===== src/spi_ctl_pkg.sv =====
/*
  shared sizes, register map and bundles for the control panel.
  4-bit registers sit in the low nibble of reg_data_t.
*/
`default_nettype none

package spi_ctl_pkg;

  // frame and port counts
  localparam int frame_bits = 16;
  localparam int port_count = 8;

  typedef logic [7:0] reg_addr_t;
  typedef logic [7:0] reg_data_t;
  typedef logic [port_count-1:0] port_vec_t;

  //////////////////////////////////////////////////
  // register map

  localparam reg_addr_t addr_pwr_clear = 8'd6;
  localparam reg_addr_t addr_led       = 8'd7;
  localparam reg_addr_t addr_port_sel  = 8'd8;
  localparam reg_addr_t addr_drv_4094  = 8'd9;
  localparam reg_addr_t addr_soft_rst  = 8'd11;

  // led0 lit out of reset
  localparam logic [3:0] led_init = 4'b0001;

  //////////////////////////////////////////////////
  // bundles

  // one register write, address in the high byte
  typedef struct packed {
    reg_addr_t addr;
    reg_data_t data;
  } reg_wr_t;

  // host pin set, mode 0 only
  typedef struct packed {
    logic sclk;
    logic ss_n;
    logic mosi;
  } spi_pins_t;

endpackage

`default_nettype wire


===== src/ctl_reg_file.sv =====
/*
  led, port select and 4094 driver registers.
  writes land the cycle after wr_en. unknown reads return 0.
*/
`timescale 1ns/1ns
`default_nettype none

module ctl_reg_file (
  input  wire                    cs,
  input  wire                    arst_n,
  input  wire                    wr_en,
  input  spi_ctl_pkg::reg_wr_t   wr,
  input  spi_ctl_pkg::reg_addr_t rd_addr,
  output spi_ctl_pkg::reg_data_t rd_data,
  output logic [3:0]             led,
  output logic [7:0]             port_sel,
  output logic [3:0]             drv_4094
);

  // set bits low nibble, clear bits high nibble
  // any position with both turns the write into a toggle
  function automatic logic [3:0] nib_update(
    input logic [3:0]             cur,
    input spi_ctl_pkg::reg_data_t d
  );
    logic [3:0] set_b;
    logic [3:0] clr_b;
    logic [3:0] both_b;
    set_b  = d[3:0];
    clr_b  = d[7:4];
    both_b = set_b & clr_b;
    if (|both_b)
      nib_update = cur ^ both_b;
    else
      nib_update = (cur | set_b) & ~clr_b;   // clear wins
  endfunction

  //////////////////////////////////////////////////
  // write side

  always_ff @(posedge cs or negedge arst_n)
  begin
    if (!arst_n)
    begin
      led      <= spi_ctl_pkg::led_init;
      port_sel <= '0;
      drv_4094 <= '0;
    end
    else if (wr_en)
    begin
      case (wr.addr)
        spi_ctl_pkg::addr_led:      led      <= nib_update(led, wr.data);
        spi_ctl_pkg::addr_port_sel: port_sel <= wr.data;
        spi_ctl_pkg::addr_drv_4094: drv_4094 <= nib_update(drv_4094, wr.data);
        spi_ctl_pkg::addr_soft_rst:
        begin
          led      <= '0;
          port_sel <= '0;
        end
        // power rails not yet confirmed, leds off
        spi_ctl_pkg::addr_pwr_clear: led <= '0;
        default: ;
      endcase
    end
  end

  //////////////////////////////////////////////////
  // read side, combinational for the slave

  always_comb
  begin
    case (rd_addr)
      spi_ctl_pkg::addr_led:      rd_data = {4'h0, led};
      spi_ctl_pkg::addr_port_sel: rd_data = port_sel;
      spi_ctl_pkg::addr_drv_4094: rd_data = {4'h0, drv_4094};
      default:                    rd_data = '0;
    endcase
  end

endmodule

`default_nettype wire


===== src/heartbeat_pulser.sv =====
/*
  led heartbeat source, one hb_req pulse per HEARTBEAT_DIV cycles.
  runs only while led bit 3 is set.
*/
`timescale 1ns/1ns
`default_nettype none

module heartbeat_pulser #(
  parameter int HEARTBEAT_DIV = 1024
) (
  input  wire        cs,
  input  wire        arst_n,
  input  wire  [3:0] led,
  output logic       hb_req
);

  localparam int div_w = (HEARTBEAT_DIV > 1) ? $clog2(HEARTBEAT_DIV) : 1;

  logic [div_w-1:0] div_q;

  always_ff @(posedge cs or negedge arst_n)
  begin
    if (!arst_n)
    begin
      div_q  <= '0;
      hb_req <= 1'b0;
    end
    else if (!led[3])
    begin
      // disabled, restart the period on next enable
      div_q  <= '0;
      hb_req <= 1'b0;
    end
    else if (div_q == div_w'(HEARTBEAT_DIV - 1))
    begin
      div_q  <= '0;
      hb_req <= 1'b1;
    end
    else
    begin
      div_q  <= div_q + 1'b1;
      hb_req <= 1'b0;
    end
  end

endmodule

`default_nettype wire


===== src/panel_ctl_top.sv =====
/*
  control panel top. all logic on cs, host spi is oversampled.
  host sclk half period must be at least 4 cs cycles.
*/
`timescale 1ns/1ns
`default_nettype none

module panel_ctl_top #(
  parameter int                     HEARTBEAT_DIV    = 1024,
  parameter spi_ctl_pkg::port_vec_t PORT_CS_POLARITY = 8'h01
) (
  input  wire                    cs,
  input  wire                    arst_n,
  input  spi_ctl_pkg::spi_pins_t host,
  input  wire                    spi_ss2_n,
  input  spi_ctl_pkg::port_vec_t port_miso,
  output logic                   spi_miso,
  output logic [3:0]             led,
  output logic                   oe_4094,
  output spi_ctl_pkg::port_vec_t port_ss,
  output spi_ctl_pkg::port_vec_t port_sclk,
  output spi_ctl_pkg::port_vec_t port_mosi
);

  logic mosi, sclk_rise, sclk_fall, ss_fall, ss_rise, ss_active;
  logic slave_miso;
  logic wr_req, hb_req, wr_en;
  spi_ctl_pkg::reg_wr_t   slave_wr;
  spi_ctl_pkg::reg_wr_t   arb_wr;
  spi_ctl_pkg::reg_addr_t rd_addr;
  spi_ctl_pkg::reg_data_t rd_data;
  logic [7:0] port_sel;
  logic [3:0] drv_4094;

  //////////////////////////////////////////////////
  // host link

  spi_pin_sync u_sync (
    .cs, .arst_n, .pins(host), .mosi, .sclk_rise, .sclk_fall,
    .ss_fall, .ss_rise, .ss_active
  );

  spi_reg_slave #(.FRAME_BITS(spi_ctl_pkg::frame_bits)) u_slave (
    .cs, .arst_n, .mosi, .sclk_rise, .sclk_fall, .ss_fall, .ss_rise,
    .ss_active, .rd_addr, .rd_data, .miso(slave_miso), .wr_req, .wr(slave_wr)
  );

  //////////////////////////////////////////////////
  // register writers and the register file

  heartbeat_pulser #(.HEARTBEAT_DIV(HEARTBEAT_DIV)) u_hb (
    .cs, .arst_n, .led, .hb_req
  );

  reg_arbiter u_arb (
    .cs, .arst_n, .wr_req, .wr(slave_wr), .hb_req, .wr_en, .wr_out(arb_wr)
  );

  ctl_reg_file u_regs (
    .cs, .arst_n, .wr_en, .wr(arb_wr), .rd_addr, .rd_data,
    .led, .port_sel, .drv_4094
  );

  // 4094 output enable on driver bit 0
  assign oe_4094 = drv_4094[0];

  //////////////////////////////////////////////////
  // downstream ports, raw pins

  spi_port_mux #(.PORT_CS_POLARITY(PORT_CS_POLARITY)) u_mux (
    .pins(host), .ss2_n(spi_ss2_n), .port_sel, .slave_miso, .port_miso,
    .port_ss, .port_sclk, .port_mosi, .host_miso(spi_miso)
  );

endmodule

`default_nettype wire


===== src/reg_arbiter.sv =====
/*
  single register write port, spi first, heartbeat second.
  a losing heartbeat waits in one flag; repeats merge into it.
*/
`timescale 1ns/1ns
`default_nettype none

module reg_arbiter (
  input  wire                  cs,
  input  wire                  arst_n,
  input  wire                  wr_req,
  input  spi_ctl_pkg::reg_wr_t wr,
  input  wire                  hb_req,
  output logic                 wr_en,
  output spi_ctl_pkg::reg_wr_t wr_out
);

  // led toggle of bit 0: set and clear both on bit 0
  localparam spi_ctl_pkg::reg_wr_t hb_wr = '{
    addr: spi_ctl_pkg::addr_led,
    data: 8'h11
  };

  logic hb_pend_q;
  logic hb_want;

  assign hb_want = hb_req | hb_pend_q;

  // combinational grant keeps spi latency fixed
  assign wr_en  = wr_req | hb_want;
  assign wr_out = wr_req ? wr : hb_wr;

  always_ff @(posedge cs or negedge arst_n)
  begin
    if (!arst_n)
      hb_pend_q <= 1'b0;
    else
      hb_pend_q <= hb_want & wr_req;   // held only while spi wins
  end

endmodule

`default_nettype wire


===== src/spi_pin_sync.sv =====
/*
  brings the host spi pins into the cs domain.
  strobes lag the pins by 3 cs cycles; sclk half period must be >= 4 cs.
*/
`timescale 1ns/1ns
`default_nettype none

module spi_pin_sync (
  input  wire                   cs,
  input  wire                   arst_n,
  input  spi_ctl_pkg::spi_pins_t pins,
  output logic                  mosi,
  output logic                  sclk_rise,
  output logic                  sclk_fall,
  output logic                  ss_fall,
  output logic                  ss_rise,
  output logic                  ss_active
);

  // three stages, third one is the edge reference
  spi_ctl_pkg::spi_pins_t s1_q, s2_q, s3_q;

  always_ff @(posedge cs or negedge arst_n)
  begin
    if (!arst_n)
    begin
      // idle bus: sclk low, select high
      s1_q      <= '{sclk: 1'b0, ss_n: 1'b1, mosi: 1'b0};
      s2_q      <= '{sclk: 1'b0, ss_n: 1'b1, mosi: 1'b0};
      s3_q      <= '{sclk: 1'b0, ss_n: 1'b1, mosi: 1'b0};
      sclk_rise <= 1'b0;
      sclk_fall <= 1'b0;
      ss_fall   <= 1'b0;
      ss_rise   <= 1'b0;
    end
    else
    begin
      s1_q      <= pins;
      s2_q      <= s1_q;
      s3_q      <= s2_q;
      // registered compare, one edge-detect cycle
      sclk_rise <= s2_q.sclk & ~s3_q.sclk;
      sclk_fall <= ~s2_q.sclk & s3_q.sclk;
      ss_fall   <= ~s2_q.ss_n & s3_q.ss_n;
      ss_rise   <= s2_q.ss_n & ~s3_q.ss_n;
    end
  end

  // same stage as the strobes
  assign mosi      = s3_q.mosi;
  assign ss_active = ~s3_q.ss_n;

endmodule

`default_nettype wire


===== src/spi_port_mux.sv =====
/*
  routes the second-select spi to one downstream port, purely combinational.
  port_sel 1..8 picks port 0..7, anything else picks none.
*/
`timescale 1ns/1ns
`default_nettype none

module spi_port_mux #(
  parameter spi_ctl_pkg::port_vec_t PORT_CS_POLARITY = 8'h01
) (
  input  spi_ctl_pkg::spi_pins_t pins,
  input  wire                    ss2_n,
  input  wire  [7:0]             port_sel,
  input  wire                    slave_miso,
  input  spi_ctl_pkg::port_vec_t port_miso,
  output spi_ctl_pkg::port_vec_t port_ss,
  output spi_ctl_pkg::port_vec_t port_sclk,
  output spi_ctl_pkg::port_vec_t port_mosi,
  output logic                   host_miso
);

  spi_ctl_pkg::port_vec_t sel_hot;
  spi_ctl_pkg::port_vec_t ss_on;

  // one-hot decode, value 0 means no port
  always_comb
  begin
    sel_hot = '0;
    if ((port_sel != 8'd0) && (port_sel <= 8'(spi_ctl_pkg::port_count)))
      sel_hot[port_sel[2:0] - 3'd1] = 1'b1;
  end

  assign ss_on = sel_hot & {spi_ctl_pkg::port_count{~ss2_n}};

  // polarity bit 1 drives the strobe high when selected
  assign port_ss = ss_on ^ ~PORT_CS_POLARITY;

  // only the chosen port sees clock and data
  assign port_sclk = sel_hot & {spi_ctl_pkg::port_count{pins.sclk}};
  assign port_mosi = sel_hot & {spi_ctl_pkg::port_count{pins.mosi}};

  // register slave owns miso unless ss2 is down
  assign host_miso = ss2_n ? slave_miso : |(sel_hot & port_miso);

endmodule

`default_nettype wire


===== src/spi_reg_slave.sv =====
/*
  mode 0 register slave, msb first: address byte then data byte.
  only frames of exactly FRAME_BITS bits produce a write.
  readback leaves on miso during the second byte, 0 elsewhere.
*/
`timescale 1ns/1ns
`default_nettype none

module spi_reg_slave #(
  parameter int FRAME_BITS = 16
) (
  input  wire                    cs,
  input  wire                    arst_n,
  input  wire                    mosi,
  input  wire                    sclk_rise,
  input  wire                    sclk_fall,
  input  wire                    ss_fall,
  input  wire                    ss_rise,
  input  wire                    ss_active,
  output spi_ctl_pkg::reg_addr_t rd_addr,
  input  spi_ctl_pkg::reg_data_t rd_data,
  output logic                   miso,
  output logic                   wr_req,
  output spi_ctl_pkg::reg_wr_t   wr
);

  // one spare bit so long frames saturate instead of wrapping
  localparam int cnt_w = $clog2(FRAME_BITS) + 1;

  logic [FRAME_BITS-1:0] shift_q;
  logic [cnt_w-1:0]      count_q;
  spi_ctl_pkg::reg_data_t rd_sh_q;

  // address complete on the 8th rise
  logic addr_done;
  assign addr_done = sclk_rise && (count_q == cnt_w'(7));

  // low seven bits already in, mosi carries the last one
  assign rd_addr = {shift_q[6:0], mosi};

  //////////////////////////////////////////////////
  // frame shifter and bit counter

  always_ff @(posedge cs or negedge arst_n)
  begin
    if (!arst_n)
    begin
      shift_q <= '0;
      count_q <= '0;
    end
    else if (ss_fall)
    begin
      shift_q <= '0;
      count_q <= '0;
    end
    else if (ss_active && sclk_rise)
    begin
      shift_q <= {shift_q[FRAME_BITS-2:0], mosi};
      if (count_q != '1)
        count_q <= count_q + 1'b1;
    end
  end

  //////////////////////////////////////////////////
  // readback shifter

  always_ff @(posedge cs or negedge arst_n)
  begin
    if (!arst_n)
      rd_sh_q <= '0;
    else if (ss_fall)
      rd_sh_q <= '0;
    else if (ss_active && addr_done)
      rd_sh_q <= rd_data;
    // fall after bit 8 keeps the msb for the 9th rise
    else if (ss_active && sclk_fall && (count_q > cnt_w'(8)))
      rd_sh_q <= {rd_sh_q[6:0], 1'b0};
  end

  // zero fill drains to 0 after the slot
  assign miso = rd_sh_q[7];

  //////////////////////////////////////////////////
  // write request on select release

  always_ff @(posedge cs or negedge arst_n)
  begin
    if (!arst_n)
      wr_req <= 1'b0;
    else
      wr_req <= ss_rise && (count_q == cnt_w'(FRAME_BITS));
  end

  // shifter holds until the next ss_fall, so payload stays valid
  assign wr = shift_q[FRAME_BITS-1 -: $bits(spi_ctl_pkg::reg_wr_t)];

endmodule

`default_nettype wire

===== config.mk =====
export PLATFORM = sky130hd
export DESIGN_NAME = panel_ctl_top
export DESIGN_NICKNAME = d
export VERILOG_FILES = /design/src/spi_ctl_pkg.sv /design/src/ctl_reg_file.sv /design/src/heartbeat_pulser.sv /design/src/panel_ctl_top.sv /design/src/reg_arbiter.sv /design/src/spi_pin_sync.sv /design/src/spi_port_mux.sv /design/src/spi_reg_slave.sv
export SDC_FILE = /design/constraint.sdc
export NUM_CORES = 1
export LEC_CHECK = 0
export BUFFER_PORTS_ARGS = -buffer_cell sky130_fd_sc_hd__clkbuf_2
export CAP_MARGIN = 40
export CORE_AREA = 5 5 119 121
export DETAILED_ROUTE_END_ITERATION = 7
export DIE_AREA = 0 0 124 126
export GPL_TIMING_DRIVEN = 0
export PLACE_DENSITY = 0.56
export SLEW_MARGIN = 20
export SYNTH_ARGS = -nofsm -noshare
export SYNTH_HDL_FRONTEND = slang
export SYNTH_SLANG_ARGS = --single-unit

===== constraint.sdc =====
create_clock -name cs -period 2.1 [get_ports cs]
set_input_delay 0 -clock cs [delete_from_list [all_inputs] [get_ports cs]]
set_output_delay 0 -clock cs [all_outputs]
set_load 0.03 [all_outputs]

==> results.md, run 1 <==
* Antenna diode count at 0
* Max Slew Vio Count at 0
* Synth unique cells at 58
* Crit. End Element: output port
* Fin nets at 496
* Cells after DPL at 627
* PwrDens at 602 nW/µm²
* Min Tclk post-route at 2220 ps
* Worst hold path type: input pin to asynchronous set/reset pin
* P&R area growth vs syn at 35.7%
* 1st-iter DRT viols at 251
* Setup CP Type: flop to output port
* Synth Flop Type: dfrtp_1
* Slew @ Worst Pin at 580 ps
* Final WL at 9.60 mm
* H-tree levels at 3
* Total Power at 0.00308 W
* Largest net degree at the start of global routing at 45
* Final HPWL from detailed placement at 6.56 mm
* Worst EP arrival at 2220 ps
* Row count at 42
* Failing checks: setup timing
* Max VDD drop at 0.388 mV
* CP max FO at 4
* Synth Register Bits at 71
* Final setup margin at -117 ps
* Register clock-pin slew on the reported worst setup and hold paths at 60 ps
* Port Buf Inserts at 42
* Chip width at 124 µm
* Rel. slew slack at 0.612
* Startpoint types: flop
* Initial antenna violation count at 0
* Share of layout cells above drive strength 1 at 0.272
* Max layer used: met4
* Fmax at 451 MHz
* EDFF count, synth at 0
* Die height at 126 µm
* Leak pwr at 2.17 nW
* Final Setup Violations at 19
* FFs w/ async S/R, synth at 1.00
* Seq/Total Area, Yosys at 0.473
* Die area at 15600 µm²
* Root Buffer Master: clkbuf_16
* Clock Skews at 8.21 ps
* Final Hold Violating Endpoints at 0
* Status: complete, but fails checks
* Met2 WL at 4.72 mm
* Critical Path RT at 2100 ps
* Routed length on met3 at 282 µm
* Vias/cell at 4.87
* Final Cycle Share at 1.06
* Synth Instances at 408
* GRT overflow at 0
* Routability cong. at 0.827
* Routed len/inst at 14.6 µm
* Post-synthesis instance area at 3770 µm²
* Yosys warns at 0
* Initial Util at 0.290
* Filler Cell Count at 1296
* ANT nets after route at 0
* GRT Resource Usage Total at 0.126
* Number of global-route vias before repair at 3151
* Unrepaired setup endpoints after global routing: true
* Mean Syn Cell Area at 9.24 µm²
* Vias post-DR at 3200
* Max Cap Violations at 0
* Met1 wire length at 4.43 mm
* Post-synth net total at 428
* IO Count at 44
* Drt first pass iters at 6
* Multi-input gate area at 2050 µm²
* Num Clock Sinks at 71
* Core area at 13000 µm²
* Clk Latency, worst-skew pair at 330 ps
* CTS tree: yes
* Clk buf depth at 2
* First-pass GRT wire length at 15.7 mm
* Register area at 1780 µm²
* Inserted Clock Buffers at 9
* Final cell count without fillers at 657
* Drt drc at 0
==> routing by layer <==
| layer | vias to the layer above | global-route usage |
|---|---|---|
| met4 | 0 | 0.0387 |
| met2 | 53 | 0.202 |
| li1 | 1561 | - |
| met3 | 17 | 0.0260 |
| met5 | - | 0 |
| met1 | 1569 | 0.171 |
==> synthesized netlist by cell type, types with 5 or more instances <==
library cell,number,area (µm²)
mux2i_1,5,50.1
nand2_1,69,259
nor3_1,6,30.0
ha_1,6,75.1
o21ai_0,8,40.0
dfrtp_1,67,1680
a31oi_1,5,31.3
nand3_1,10,50.1
clkbuf_1,15,56.3
inv_1,11,41.3
xor2_1,7,61.3
nand2b_1,8,50.1
nor4_1,5,31.3
and2_1,15,93.8
nor2_1,28,105
a21oi_1,31,155
buf_2,7,35.0
a22oi_1,6,45.0
and3_1,6,37.5
o21ai_1,10,50.1
nor2b_1,11,68.8
xnor2_1,7,61.3
==> layout by cell type (no fill, tap or decap), types with 8 or more instances in the layout <==
master / synthesis / layout
o21ai_0: 8 / 8
and2_4: 1 / 12
dfrtp_1: 67 / 66
inv_1: 11 / 9
o21ai_1: 10 / 10
clkbuf_1: 15 / 13
clkbuf_2: 0 / 17
a21oi_1: 31 / 31
nor2_1: 28 / 25
nor2b_1: 11 / 11
nand3_1: 10 / 9
clkbuf_16: 0 / 9
nand2_1: 69 / 69
buf_6: 1 / 12
buf_8: 0 / 13
==> worst max-delay path: stages (launching register included) <==
cell	delay (ps)
dfrtp_2	400
clkinvlp_4	140
ha_4	200
xor2_4	150
o31a_1	320
buf_6	160
or3_1	340
clkbuf_8	180
==> cell families after synthesis <==
group	Yosys count	synth area share
buffers and inverters	36	0.0402
XOR/XNOR	14	0.0325
AO/OA/AOI/OAI	84	0.146
AND/OR/NAND/NOR	187	0.261
adder cells (fa/ha/maj)	6	0.0199
flip-flops	71	0.473
multiplexers	10	0.0282
==> report_power, final <==
group	switching (W)	total (W)	internal, W
combinational	0.0000870	0.000134	0.0000471
clock	0.000588	0.00154	0.000955
sequential	0.0000126	0.00140	0.00139
==> timing repair <==
action,in CTS,in global routing
gates cloned,0,0
gates resized for setup,74,45
pin swaps,16,11
buffers inserted,7,4
hold endpoints to repair,30,0
hold buffers,4,0
setup endpoints to repair,25,24
==> area by class of cell <==
type	instances	share of cell area
plain buffers	24	0.0240
repair buffers	58	0.115
inverters	11	0.00881
well taps	176	0.0431
clock inverters	6	0.0132
clock buffers	10	0.0467
multi-input cells	301	0.401
flip-flops and latches	71	0.349
==> state kept, by name, indices dropped and copies added (netlist names), 3 cells and up <==
signal / count
u_slave.wr: 16
u_hb.div_q: 10
u_regs.port_sel: 8
u_slave.rd_sh_q: 8
u_slave.count_q: 5
u_regs.drv_4094: 4
u_regs.led: 4
u_sync.s1_q: 3
u_sync.s2_q: 3
==> stage by stage <==
| stage | instance area [µm²] | hold WS [ps] | setup TNS (ps) | utilization | setup WS, ps |
|---|---|---|---|---|---|
| 6_report | 5110 | 159 | -1100 | 0.394 | -117 |
| 5_1_grt | 5110 | 203 | -2870 | 0.394 | -205 |
| 4_1_cts | 4980 | 172 | -1630 | 0.384 | -174 |
| 3_5_place_dp | 4240 | -8.20 | -11550 | 0.327 | -607 |
| 3_3_place_gp | 4210 | 88.5 | -10010 | 0.324 | -560 |
| 2_1_floorplan | 3780 | -296 | -151 | - | -151 |
==> final timing paths <==
check                              startpoint                  to  slack (ps)  depth (start not counted)
max in group asynchronous              arst_n      u_sync.s1_q[1]        1340                          3
hold / removal                         arst_n      u_slave.wr[10]         160                          2
setup reg to reg           u_slave.count_q[0]  u_slave.rd_sh_q[7]         190                          8
min in group cs                       host[1]      u_sync.s1_q[1]         300                          2
setup / recovery           u_regs.port_sel[0]          port_ss[1]        -120                          7
hold reg to reg                u_sync.s1_q[0]      u_sync.s2_q[0]         350                          0
Power figures use the tool's default switching activity.
==> run 2: changes to the inputs <==
--- a/config.mk
+++ b/config.mk
@@ -7,11 +7,11 @@
 export LEC_CHECK = 0
 export BUFFER_PORTS_ARGS = -buffer_cell sky130_fd_sc_hd__clkbuf_2
 export CAP_MARGIN = 40
-export CORE_AREA = 5 5 119 121
+export CORE_AREA = 2 2 116 118
 export DETAILED_ROUTE_END_ITERATION = 7
-export DIE_AREA = 0 0 124 126
+export DIE_AREA = 0 0 118 120
 export GPL_TIMING_DRIVEN = 0
-export PLACE_DENSITY = 0.56
+export PLACE_DENSITY = 0.5
 export SLEW_MARGIN = 20
 export SYNTH_ARGS = -nofsm -noshare
 export SYNTH_HDL_FRONTEND = slang
==> results.md, run 2 (same netlist as run 1, synthesis figures left out) <==
* Row count at 42 (unchanged)
* Drt first pass iters at 4 (-2)
* Die area at 14200 µm² (-9.4%)
* Fmax at 434 MHz (-3.8%)
* Setup CP Type: flop to output port
* Max Cap Violations at 0 (unchanged)
* Core area at 13000 µm² (unchanged)
* H-tree levels at 3 (unchanged)
* Initial antenna violation count at 0 (unchanged)
* Num Clock Sinks at 71 (unchanged)
* Setup tns final at -2710 ps (-1620 ps)
* Max FFs per register at 16 (unchanged)
* Routed len/inst at 14.4 µm (-1.2%)
* First-pass GRT wire length at 15.8 mm (+0.53%)
* Commonest non-fill, non-tap cells in the layout: nand2_1 (69), dfrtp_1 (66), a21oi_1 (31)
* Port Buf Inserts at 42 (unchanged)
* Vias post-DR at 3166 (-1.1%)
* Leak pwr at 2.14 nW (-1.0%)
* Area post-placement at 4240 µm² (unchanged)
* Post-route cell area at 5020 µm² (-1.9%)
* Min Tclk post-route at 2300 ps (+86.7 ps)
* Max VDD drop at 0.331 mV (-15%)
* Dpl ws at -541 ps (+66.6 ps)
* ANT nets after route at 0 (unchanged)
* Rel. slew slack at 0.598 (-0.0142)
* CP max FO at 5 (+1)
* Clk Latency, worst-skew pair at 330 ps (about the same)
* PwrDens at 610 nW/µm² (+1.2%)
* Critical-path cell list: clkinvlp_4 -> ha_4 -> xor2_4 -> o31a_1 -> nor4_2 -> and2_2 -> clkbuf_4
* R2r startpoint: u_slave.wr[0]
* Final Setup Violations at 25 (+6)
* GRT overflow at 0 (unchanged)
* Final HPWL from detailed placement at 6.49 mm (-1.2%)
* Register clock-pin slew on the reported worst setup and hold paths at 60 ps (about the same)
* Worst path bufs/invs at 2 (-1)
* Clk buf depth at 2 (unchanged)
* Worst EP arrival at 2300 ps (+80 ps)
* IO Count at 44 (unchanged)
* Inserted Clock Buffers at 9 (unchanged)
* Slew @ Worst Pin at 601 ps (+21.3 ps)
* Final Hold Violating Endpoints at 0 (unchanged)
* Number of global-route vias before repair at 3143 (-0.25%)
* Root Buffer Master: clkbuf_16
* Worst hold path type: input pin to asynchronous set/reset pin
* Initial Util at 0.290 (unchanged)
* Setup slack, reg-to-reg at 190 ps (about the same)
* Crit-path leading delay family: simple AND/OR/NAND/NOR gates
* Final setup margin at -204 ps (-86.7 ps)
* R2R depth at 5 (-3)
* Largest net degree at the start of global routing at 50 (+11%)
* Routability cong. at 0.783 (-5.3%)
* Fin nets at 492 (-0.81%)
* Slowest CP cell: dfrtp_2
* Failing checks: setup timing
* 1st-iter DRT viols at 135 (-46%)
* Commonest non-fill, non-tap cell in the layout: nand2_1
* Share of layout cells above drive strength 1 at 0.262 (-0.0103)
* Die height at 120 µm (-4.8%)
* Chip width at 118 µm (-4.8%)
* Startpoint types: flop
* Clock Skews at 7.83 ps (-0.378 ps)
* Drt drc at 0 (unchanged)
* Unrepaired setup endpoints after global routing: true
* CTS tree: yes
* Status: complete, but fails checks
* Antenna diode count at 0 (unchanged)
* Final Cycle Share at 1.10 (+0.0413)
* Crit. End Element: output port
* RR Endpoint: u_slave.rd_sh_q[5]
* Critical Path RT at 2100 ps (about the same)
* Worst stage delay on the critical path at 420 ps (+20 ps)
* GRT Resource Usage Total at 0.140 (+0.0133)
* Max Slew Vio Count at 0 (unchanged)
* P&R area growth vs syn at 33.2%
* Hold_ws at 139 ps (-20.5 ps)
* Vias/cell at 4.85 (-0.46%)
* Final WL at 9.43 mm (-1.8%)
[run 2: cell types whose count changed in the layout (fill, tap and decap cells not counted), sizes merged]
cell    before  now
buf         40   25
clkbuf      48   59
clkinv       2    3
inv         11   10
[run 2: cell type report]
class                           count  area (µm²)
Sequential cell                    71        1780
Clock inverter                      6        60.1
Buffer                             24         110
Clock buffer                       10         239
Multi-Input combinational cell    301        2030
Tap cell                          176         220
Inverter                           11        45.0
Timing Repair Buffer               54         534
Fill cell                        1300        7960
[run 2: worst reg2reg max path, cell delays in order, from the launching register on]
cell and delay [ps]:
dfrtp_1 350, buf_2 170, nor3b_1 540, nor4b_4 410
nand2_1 120, a221oi_2 220
[run 2: routing by layer]
layer	track usage	vias to the layer above	part of all wire
li1	-	1549	-
met1	0.177	1544	0.46
met2	0.234	64	0.49
met3	0.0318	9	0.035
met4	0.0482	0	0.013
met5	0	-	0
[run 2: stage by stage]
step	util	std cells	total power, W
2_1_floorplan	-	408	0.00148
3_3_place_gp	0.324	626	0.00155
3_5_place_dp	0.327	627	0.00156
4_1_cts	0.383	652	0.00310
5_1_grt	0.387	653	0.00317
6_report	0.387	653	0.00306
[run 2: timing repair]
action	in CTS	in global routing
endpoints found under the setup margin	25	25
gates resized for setup	76	16
endpoints found under the hold margin	71	0
pin swaps	13	5
buffers inserted	6	1
hold buffers	4	0
[run 2: how the worst max path moves through the flow]
stage,startpoint,to,slack [ps],depth (start not counted)
3_5_place_dp,u_regs.port_sel[0],port_mosi[3],-540,8
2_1_floorplan,u_regs.port_sel[0],port_ss[0],-150,6
5_1_grt,u_regs.port_sel[0],port_mosi[2],-280,7
4_1_cts,u_regs.port_sel[0],port_mosi[2],-260,7
6_report,u_regs.port_sel[0],port_mosi[2],-200,7
3_3_place_gp,u_regs.port_sel[0],port_mosi[3],-510,8
[run 2: power breakdown]
part	switching, W	internal (W)	leakage, nW
registers	0.0000119	0.00139	0.957
logic	0.0000858	0.0000466	1.04
clock network	0.000580	0.000944	0.144
total	0.000677	0.00238	2.14
